File: src/hw/mc_core_pkg.sv
package mc_core_pkg;

    localparam int xlen = 32;

    typedef enum logic [3:0] {
        alu_add,
        alu_sub,
        alu_and,
        alu_or,
        alu_xor,
        alu_slt,
        alu_pass_b
    } alu_op_e;

    typedef enum logic [2:0] {
        st_fetch,
        st_decode,
        st_exec,
        st_mem,
        st_wb
    } core_state_e;

    typedef struct packed {
        alu_op_e    alu_op;
        logic       alu_src_imm;  // operand b from imm
        logic       branch_eq;
        logic       branch_ne;
        logic       jump;
        logic       mem_read;
        logic       mem_write;
        logic       reg_write;
        logic       link;         // write pc + 4 to rd
        logic [4:0] rs1;
        logic [4:0] rs2;
        logic [4:0] rd;
    } ctrl_t;

    typedef struct packed {
        logic [xlen-1:0] alu_out;
        logic [xlen-1:0] store_data;
        logic [xlen-1:0] target;
        logic            take_branch;
        logic            mem_read;
        logic            mem_write;
        logic            reg_write;
        logic [4:0]      rd;
    } exec_res_t;

    typedef struct packed {
        logic            cyc;
        logic            stb;
        logic            we;
        logic [xlen-1:0] adr;
        logic [xlen-1:0] dat;
        logic [3:0]      sel;
    } wb_req_t;

    typedef struct packed {
        logic            ack;
        logic [xlen-1:0] dat;
    } wb_rsp_t;

endpackage

File: src/hw/fetch_unit.sv
module fetch_unit (
    input  logic                            clk,
    input  logic                            rst_n,
    input  mc_core_pkg::core_state_e        state,
    input  logic [mc_core_pkg::xlen-1:0]    pc,
    output mc_core_pkg::wb_req_t            imem_req,
    input  mc_core_pkg::wb_rsp_t            imem_rsp,
    output logic [mc_core_pkg::xlen-1:0]    instr,
    output logic                            fetch_done
);

    logic req_q;
    logic start;

    // next fetch is launched at the end of writeback, or right after reset
    assign start = (state == mc_core_pkg::st_wb) ||
                   (state == mc_core_pkg::st_fetch && !req_q);

    assign fetch_done = req_q && imem_rsp.ack;

    always_ff @(posedge clk) begin
        if (!rst_n) begin
            req_q <= 1'b0;
        end else if (fetch_done) begin
            req_q <= 1'b0;  // drop cyc/stb the cycle after ack
        end else if (start) begin
            req_q <= 1'b1;
        end
    end

    always_ff @(posedge clk) begin
        if (fetch_done) begin
            instr <= imem_rsp.dat;
        end
    end

    // pc only moves in writeback, so adr holds for the whole request
    assign imem_req = '{cyc: req_q, stb: req_q, we: 1'b0, adr: pc, dat: '0, sel: 4'hf};

endmodule

File: src/hw/decode_unit.sv
module decode_unit (
    input  logic                            clk,
    input  logic                            rst_n,
    input  mc_core_pkg::core_state_e        state,
    input  logic [mc_core_pkg::xlen-1:0]    instr,
    output mc_core_pkg::ctrl_t              ctrl,
    output logic [mc_core_pkg::xlen-1:0]    imm
);

    localparam logic [6:0] op_imm  = 7'b0010011;
    localparam logic [6:0] op_reg  = 7'b0110011;
    localparam logic [6:0] op_lui  = 7'b0110111;
    localparam logic [6:0] op_load = 7'b0000011;
    localparam logic [6:0] op_stor = 7'b0100011;
    localparam logic [6:0] op_br   = 7'b1100011;
    localparam logic [6:0] op_jal  = 7'b1101111;

    logic [6:0]                     opcode;
    logic [2:0]                     funct3;
    logic [6:0]                     funct7;
    mc_core_pkg::ctrl_t             ctrl_d;
    logic [mc_core_pkg::xlen-1:0]   imm_d;

    assign opcode = instr[6:0];
    assign funct3 = instr[14:12];
    assign funct7 = instr[31:25];

    always_comb begin
        ctrl_d     = '0;
        ctrl_d.rs1 = instr[19:15];
        ctrl_d.rs2 = instr[24:20];
        ctrl_d.rd  = instr[11:7];
        imm_d      = {{20{instr[31]}}, instr[31:20]};  // I-type
        case (opcode)
            op_imm: begin
                if (funct3 == 3'b000) begin  // addi only
                    ctrl_d.alu_src_imm = 1'b1;
                    ctrl_d.reg_write   = 1'b1;
                end
            end
            op_reg: begin
                ctrl_d.reg_write = 1'b1;
                case (funct3)
                    3'b000:  ctrl_d.alu_op = (funct7 == 7'b0100000) ? mc_core_pkg::alu_sub
                                                                   : mc_core_pkg::alu_add;
                    3'b111:  ctrl_d.alu_op = mc_core_pkg::alu_and;
                    3'b110:  ctrl_d.alu_op = mc_core_pkg::alu_or;
                    3'b100:  ctrl_d.alu_op = mc_core_pkg::alu_xor;
                    3'b010:  ctrl_d.alu_op = mc_core_pkg::alu_slt;
                    default: ctrl_d.reg_write = 1'b0;
                endcase
            end
            op_lui: begin
                ctrl_d.alu_op      = mc_core_pkg::alu_pass_b;
                ctrl_d.alu_src_imm = 1'b1;
                ctrl_d.reg_write   = 1'b1;
                imm_d              = {instr[31:12], 12'b0};
            end
            op_load: begin
                ctrl_d.alu_src_imm = (funct3 == 3'b010);  // lw only
                ctrl_d.mem_read    = (funct3 == 3'b010);
                ctrl_d.reg_write   = (funct3 == 3'b010);
            end
            op_stor: begin
                ctrl_d.alu_src_imm = (funct3 == 3'b010);
                ctrl_d.mem_write   = (funct3 == 3'b010);
                imm_d = {{20{instr[31]}}, instr[31:25], instr[11:7]};
            end
            op_br: begin
                ctrl_d.branch_eq = (funct3 == 3'b000);
                ctrl_d.branch_ne = (funct3 == 3'b001);
                imm_d = {{19{instr[31]}}, instr[31], instr[7], instr[30:25], instr[11:8], 1'b0};
            end
            op_jal: begin
                ctrl_d.jump      = 1'b1;
                ctrl_d.link      = 1'b1;
                ctrl_d.reg_write = 1'b1;
                imm_d = {{11{instr[31]}}, instr[31], instr[19:12], instr[20], instr[30:21], 1'b0};
            end
            default: ;  // no-op
        endcase
    end

    always_ff @(posedge clk) begin
        if (!rst_n) begin
            ctrl <= '0;
        end else if (state == mc_core_pkg::st_decode) begin
            ctrl <= ctrl_d;
        end
    end

    always_ff @(posedge clk) begin
        if (state == mc_core_pkg::st_decode) begin
            imm <= imm_d;
        end
    end

endmodule

File: src/hw/exec_unit.sv
module exec_unit (
    input  logic                            clk,
    input  logic                            rst_n,
    input  mc_core_pkg::core_state_e        state,
    input  logic [mc_core_pkg::xlen-1:0]    pc,
    input  mc_core_pkg::ctrl_t              ctrl,
    input  logic [mc_core_pkg::xlen-1:0]    imm,
    input  logic [mc_core_pkg::xlen-1:0]    rs1_data,
    input  logic [mc_core_pkg::xlen-1:0]    rs2_data,
    output mc_core_pkg::exec_res_t          res
);

    logic [mc_core_pkg::xlen-1:0] op_b;
    logic [mc_core_pkg::xlen-1:0] alu_y;
    logic                         lt;
    logic                         eq;
    logic                         take;
    logic [mc_core_pkg::xlen-1:0] alu_q;
    logic [mc_core_pkg::xlen-1:0] store_q;
    logic [mc_core_pkg::xlen-1:0] target_q;
    logic [4:0]                   rd_q;
    logic                         take_q;
    logic                         mem_read_q;
    logic                         mem_write_q;
    logic                         reg_write_q;

    assign op_b = ctrl.alu_src_imm ? imm : rs2_data;
    assign lt   = $signed(rs1_data) < $signed(op_b);
    assign eq   = (rs1_data == rs2_data);
    assign take = ctrl.jump || (ctrl.branch_eq && eq) || (ctrl.branch_ne && !eq);

    always_comb begin
        case (ctrl.alu_op)
            mc_core_pkg::alu_sub:    alu_y = rs1_data - op_b;
            mc_core_pkg::alu_and:    alu_y = rs1_data & op_b;
            mc_core_pkg::alu_or:     alu_y = rs1_data | op_b;
            mc_core_pkg::alu_xor:    alu_y = rs1_data ^ op_b;
            mc_core_pkg::alu_slt:    alu_y = {{(mc_core_pkg::xlen-1){1'b0}}, lt};
            mc_core_pkg::alu_pass_b: alu_y = op_b;
            default:                 alu_y = rs1_data + op_b;
        endcase
    end

    always_ff @(posedge clk) begin
        if (!rst_n) begin
            take_q      <= 1'b0;
            mem_read_q  <= 1'b0;
            mem_write_q <= 1'b0;
            reg_write_q <= 1'b0;
        end else if (state == mc_core_pkg::st_exec) begin
            take_q      <= take;
            mem_read_q  <= ctrl.mem_read;
            mem_write_q <= ctrl.mem_write;
            reg_write_q <= ctrl.reg_write;
        end
    end

    always_ff @(posedge clk) begin
        if (state == mc_core_pkg::st_exec) begin
            alu_q    <= ctrl.link ? pc + 32'd4 : alu_y;  // jal link value
            store_q  <= rs2_data;
            target_q <= pc + imm;
            rd_q     <= ctrl.rd;
        end
    end

    assign res = '{alu_out: alu_q, store_data: store_q, target: target_q,
                   take_branch: take_q, mem_read: mem_read_q, mem_write: mem_write_q,
                   reg_write: reg_write_q, rd: rd_q};

endmodule

File: src/hw/mem_stage.sv
module mem_stage (
    input  logic                            clk,
    input  logic                            rst_n,
    input  mc_core_pkg::core_state_e        state,
    input  mc_core_pkg::exec_res_t          res,
    output mc_core_pkg::wb_req_t            dmem_req,
    input  mc_core_pkg::wb_rsp_t            dmem_rsp,
    output logic                            mem_done,
    output logic                            wr_en,
    output logic [4:0]                      wr_addr,
    output logic [mc_core_pkg::xlen-1:0]    wr_data
);

    logic in_mem;
    logic is_access;
    logic req;

    assign in_mem    = (state == mc_core_pkg::st_mem);
    assign is_access = res.mem_read || res.mem_write;
    assign req       = in_mem && is_access;

    // non-memory instructions pass through st_mem in one cycle
    assign mem_done = !is_access || dmem_rsp.ack;

    assign dmem_req = '{cyc: req, stb: req, we: req && res.mem_write,
                        adr: res.alu_out, dat: res.store_data, sel: 4'hf};

    // wr_en is set on leaving st_mem, so it is high for exactly the st_wb cycle
    always_ff @(posedge clk) begin
        if (!rst_n) begin
            wr_en <= 1'b0;
        end else begin
            wr_en <= in_mem && mem_done && res.reg_write;
        end
    end

    always_ff @(posedge clk) begin
        if (in_mem && mem_done) begin
            wr_data <= res.mem_read ? dmem_rsp.dat : res.alu_out;  // load data taken on ack
        end
    end

    assign wr_addr = res.rd;

endmodule

File: src/hw/register_file.sv
module register_file (
    input  logic                            clk,
    input  logic                            rst_n,
    input  logic [4:0]                      rs1,
    input  logic [4:0]                      rs2,
    output logic [mc_core_pkg::xlen-1:0]    rs1_data,
    output logic [mc_core_pkg::xlen-1:0]    rs2_data,
    input  logic                            wr_en,
    input  logic [4:0]                      wr_addr,
    input  logic [mc_core_pkg::xlen-1:0]    wr_data,
    output logic [mc_core_pkg::xlen-1:0]    dbg_x10
);

    logic [mc_core_pkg::xlen-1:0] regs [1:31];  // x0 has no storage

    always_ff @(posedge clk) begin
        if (!rst_n) begin
            for (int i = 1; i < 32; i++) begin
                regs[i] <= '0;
            end
        end else if (wr_en && wr_addr != 5'd0) begin
            regs[wr_addr] <= wr_data;
        end
    end

    assign rs1_data = (rs1 == 5'd0) ? '0 : regs[rs1];
    assign rs2_data = (rs2 == 5'd0) ? '0 : regs[rs2];
    assign dbg_x10  = regs[10];

endmodule

File: src/hw/mc_core.sv
module mc_core #(
    parameter logic [31:0] reset_pc = 32'h0
) (
    input  logic                    clk,
    input  logic                    rst_n,
    output mc_core_pkg::wb_req_t    imem_req,
    input  mc_core_pkg::wb_rsp_t    imem_rsp,
    output mc_core_pkg::wb_req_t    dmem_req,
    input  mc_core_pkg::wb_rsp_t    dmem_rsp,
    output logic [31:0]             dbg_x10
);

    mc_core_pkg::core_state_e       state;
    logic [mc_core_pkg::xlen-1:0]   pc;
    logic [mc_core_pkg::xlen-1:0]   instr;
    logic                           fetch_done;
    mc_core_pkg::ctrl_t             ctrl;
    logic [mc_core_pkg::xlen-1:0]   imm;
    logic [mc_core_pkg::xlen-1:0]   rs1_data;
    logic [mc_core_pkg::xlen-1:0]   rs2_data;
    mc_core_pkg::exec_res_t         res;
    logic                           mem_done;
    logic                           wr_en;
    logic [4:0]                     wr_addr;
    logic [mc_core_pkg::xlen-1:0]   wr_data;

    always_ff @(posedge clk) begin
        if (!rst_n) begin
            state <= mc_core_pkg::st_fetch;
            pc    <= reset_pc;
        end else begin
            case (state)
                mc_core_pkg::st_fetch:  if (fetch_done) state <= mc_core_pkg::st_decode;
                mc_core_pkg::st_decode: state <= mc_core_pkg::st_exec;
                mc_core_pkg::st_exec:   state <= mc_core_pkg::st_mem;
                mc_core_pkg::st_mem:    if (mem_done) state <= mc_core_pkg::st_wb;
                mc_core_pkg::st_wb: begin
                    pc    <= res.take_branch ? res.target : pc + 32'd4;
                    state <= mc_core_pkg::st_fetch;
                end
                default: state <= mc_core_pkg::st_fetch;
            endcase
        end
    end

    fetch_unit u_fetch (
        .clk(clk), .rst_n(rst_n), .state(state), .pc(pc),
        .imem_req(imem_req), .imem_rsp(imem_rsp),
        .instr(instr), .fetch_done(fetch_done)
    );

    decode_unit u_decode (
        .clk(clk), .rst_n(rst_n), .state(state), .instr(instr),
        .ctrl(ctrl), .imm(imm)
    );

    register_file u_regs (
        .clk(clk), .rst_n(rst_n), .rs1(ctrl.rs1), .rs2(ctrl.rs2),
        .rs1_data(rs1_data), .rs2_data(rs2_data),
        .wr_en(wr_en), .wr_addr(wr_addr), .wr_data(wr_data), .dbg_x10(dbg_x10)
    );

    exec_unit u_exec (
        .clk(clk), .rst_n(rst_n), .state(state), .pc(pc), .ctrl(ctrl), .imm(imm),
        .rs1_data(rs1_data), .rs2_data(rs2_data), .res(res)
    );

    mem_stage u_mem (
        .clk(clk), .rst_n(rst_n), .state(state), .res(res),
        .dmem_req(dmem_req), .dmem_rsp(dmem_rsp), .mem_done(mem_done),
        .wr_en(wr_en), .wr_addr(wr_addr), .wr_data(wr_data)
    );

endmodule

File: config.mk
export PLATFORM = sky130hd
export DESIGN_NAME = mc_core
export DESIGN_NICKNAME = d
export VERILOG_FILES = /design/src/hw/mc_core_pkg.sv /design/src/hw/fetch_unit.sv /design/src/hw/decode_unit.sv /design/src/hw/exec_unit.sv /design/src/hw/mem_stage.sv /design/src/hw/register_file.sv /design/src/hw/mc_core.sv
export SDC_FILE = /design/constraint.sdc
export NUM_CORES = 2
export LEC_CHECK = 0
export BUFFER_PORTS_ARGS = -buffer_cell sky130_fd_sc_hd__buf_2
export CELL_PAD_IN_SITES_DETAIL_PLACEMENT = 0
export CELL_PAD_IN_SITES_GLOBAL_PLACEMENT = 1
export CORE_ASPECT_RATIO = 1.4
export CORE_MARGIN = 5
export CORE_UTILIZATION = 57
export DETAILED_ROUTE_END_ITERATION = 12
export GPL_ROUTABILITY_DRIVEN = 0
export HOLD_SLACK_MARGIN = 0.05
export PLACE_DENSITY_LB_ADDON = 0.1
export SETUP_SLACK_MARGIN = 0.3
export SYNTH_ARGS = -nofsm -noshare
export SYNTH_HDL_FRONTEND = slang
export SYNTH_SLANG_ARGS = --single-unit
File: constraint.sdc
create_clock -name clk -period 23.4 [get_ports clk]
set_input_delay 3.51 -clock clk [delete_from_list [all_inputs] [get_ports clk]]
set_output_delay 3.51 -clock clk [all_outputs]
set_load 0.05 [all_outputs]
==> metrics.txt <==
largest fanout on the critical path 99; WHS Path Cells 0; post-CTS sizing 0; Setup Buffers After CTS 0; die width 312 um; share of cells above drive strength 1 20.8%; I/O Pins 242; Slew HR 6.04%; post-route cell area 79000 um2; clock buffer depth 3; standard-cell rows 155; die height 432 um; vias 49493; Warnings, synthesis 0; grt total ovfl 0; endpoint class of the critical path flop; Final Cycle Share 36.1%; H-tree Lvls 4; met1 usage 44.7%; Reg2Reg Depth 20; setup_tns 0 ns; Max Fclk 0.118 GHz; hold bufs inserted after CTS 0; WS Path Type flop to flop; area leader, netlist edfxtp_1; pin count of the biggest net entering global routing 100; Max Slew Vio Count 0; initial DRC count 7060; GR Util met2 60.2%; pre-CTS WS 15.12 ns; total power 5.90 mW; PwrDens 74.6 nW/um2; RSZ-0062 raised after global routing false; WP data arrival 8.97 ns; DRT antenna net count 0; Synth Flop Type edfxtp_1; initial antenna violation count 10; crit path time final 8.44 ns; P&R area growth vs syn 8.76%; vias in the first global route 48197; GR peak layer met2; Initial Util 57.2%; first-pass GRT wire length 352000 um; final setup vio count 0; Post-DP Area 74600 um2; register area share after synthesis 52.6%; critical path startpoint category flop; Syn Inst Count 5557; status finished, final reports clean; clk_lat worst skew 0.79 ns; Yosys reg bits 1297; static leakage 28.2 nW; worst-margin pin slew 1.37 ns; root buffer selected by CTS clkbuf_16; Area contributors post-synth edfxtp_1 (50%), mux4_2 (16%), and2_1 (8.9%); M3 GR Usage 6.70%; DRT Wirelength 251000 um; DR DRC count 0; Cell variety after synth 81; CTS buffer count 132; Wirelength per Cell 34.7 um; Worst-path clk slew 0.06 ns; Async SR Flop Fraction 0%; Final Hold Viols 0; vias per cell 6.84; Cell Area, Synth 72700 um2; clk_skew 0.0252 ns; CTS tree done; die area 135000 um2; Layout fillers 9682; clk sinks 1297; maximum vdd drop 80.4 uV; post-DP HPWL 166000 um; TritonRoute pass-1 iters 6; average cell area after synthesis 13.1 um2; number of port buffers 200; Worst EP required 23.93 ns; Final WS setup 14.96 ns; Core ar. 127000 um2; Tot GR Track Use 36.7%; Max Cap Viol 0; nets 5682; number of flops mapped to enable cells by yosys 1221; area share of the leading cell type in the synthesized netlist 50.5%; Hold WC Path Type flop to flop
## Yosys cell counts, types with 52 or more instances
library cell,number
edfxtp_1,1221
and2_1,1031
mux4_2,504
clkbuf_1,380
nand2_1,226
nor2_1,193
o21ai_0,179
a21oi_1,173
buf_4,153
a22oi_1,145
inv_1,144
ha_1,128
nand3_1,96
a211oi_1,83
o22ai_1,80
dfxtp_1,76
mux2i_1,74
xnor2_1,54
nor3_1,52
## state kept, by name, summed over array words and instances (netlist names), 32 cells and up, named ones only
register         cells
u_exec.alu_q        32
u_fetch.instr       32
u_regs.regs       1024
u_mem.wr_data       32
u_exec.store_q      32
u_decode.imm        32
pc                  32
u_exec.target_q     32
## final timing paths
| kind | start | to | slack (ns) |
|---|---|---|---|
| worst max-delay path | flop | u_exec.alu_q[27]$_DFFE_PN_ | 14.96 |
| worst min-delay path | u_decode.ctrl[1]$_SDFFE_PN0P_ | u_exec.rd_q[1]$_DFFE_PN_ | 0.43 |
| worst max register to register | flop | u_exec.alu_q[27]$_DFFE_PN_ | 14.96 |
| worst min register to register | u_decode.ctrl[1]$_SDFFE_PN0P_ | u_exec.rd_q[1]$_DFFE_PN_ | 0.43 |
## cell usage in the layout (no fill, tap or decap), types with 128 or more instances in the layout
cell and n:
buf_2 199, nand2_1 226, mux4_2 504, edfxtp_1 1221, a22oi_1 145, ha_1 128
o21ai_0 148, clkbuf_16 140, and2_1 1031, nor2_1 157, a21oi_1 173, inv_1 144
## layout make-up
| cell class | instances | area, um2 | area share, % |
|---|---|---|---|
| diodes | 3 | 7.51 | 0.00950 |
| flip-flops and latches | 1297 | 38200 | 48.4 |
| clock buffers | 177 | 3700 | 4.69 |
| inverters | 145 | 544 | 0.689 |
| multi-input cells | 3580 | 31800 | 40.3 |
| well taps | 1648 | 2060 | 2.61 |
| repair buffers | 327 | 1980 | 2.51 |
| clock inverters | 60 | 678 | 0.858 |
## per-layer routing
metal | routed length, um | up-vias
met5 | 60 | -
met4 | 21200 | 8
met3 | 23900 | 694
met2 | 121000 | 3134
met1 | 84800 | 25070
li1 | - | 20587
## critical path, cell delays in order (launching register included)
cell and delay, ns:
dfxtp_4 0.47, buf_4 0.66, buf_4 0.88, buf_12 0.72, mux4_2 0.36, mux2i_1 0.07, a211oi_1 0.60, nand2_1 0.33
o21ai_0 0.59, inv_1 0.19, ha_1 0.37, a21oi_1 0.09, o21bai_1 0.28, a21oi_1 0.18, o32ai_1 0.59, o21ai_0 0.39
a21oi_1 0.36, nor3_1 0.08, a22oi_1 0.19, o221ai_1 0.13, o41a_1 0.41
## cells by family (layout without fill, tap and decap cells)
group,count (synthesis),after routing,share of synthesized area (%)
xor+xnor,104,104,1.25
compound gates,897,897,8.12
other cells,2,76,0.0103
buf+inv,751,709,4.83
simple gates,1755,1755,13.5
flops,1297,1297,52.6
mux,619,619,17.4
fa+ha+maj,132,132,2.30
## report_power, final
part,internal (mW),leakage (nW),total [mW],switching (mW)
logic,0.339,13.1,1.01,0.669
registers,2.63,13.0,2.70,0.0657
clock network,1.27,2.14,2.19,0.925
## through the flow
step,util [%],hold slack [ns],instances
floorplan,-,0.408,5628
global placement,58.7,0.411,6997
detailed placement,58.7,0.413,6997
CTS,62.2,0.427,7234
global route,62.2,0.446,7234
finish,62.2,0.428,7237
Note: power is estimated with default switching activity, not from simulation.
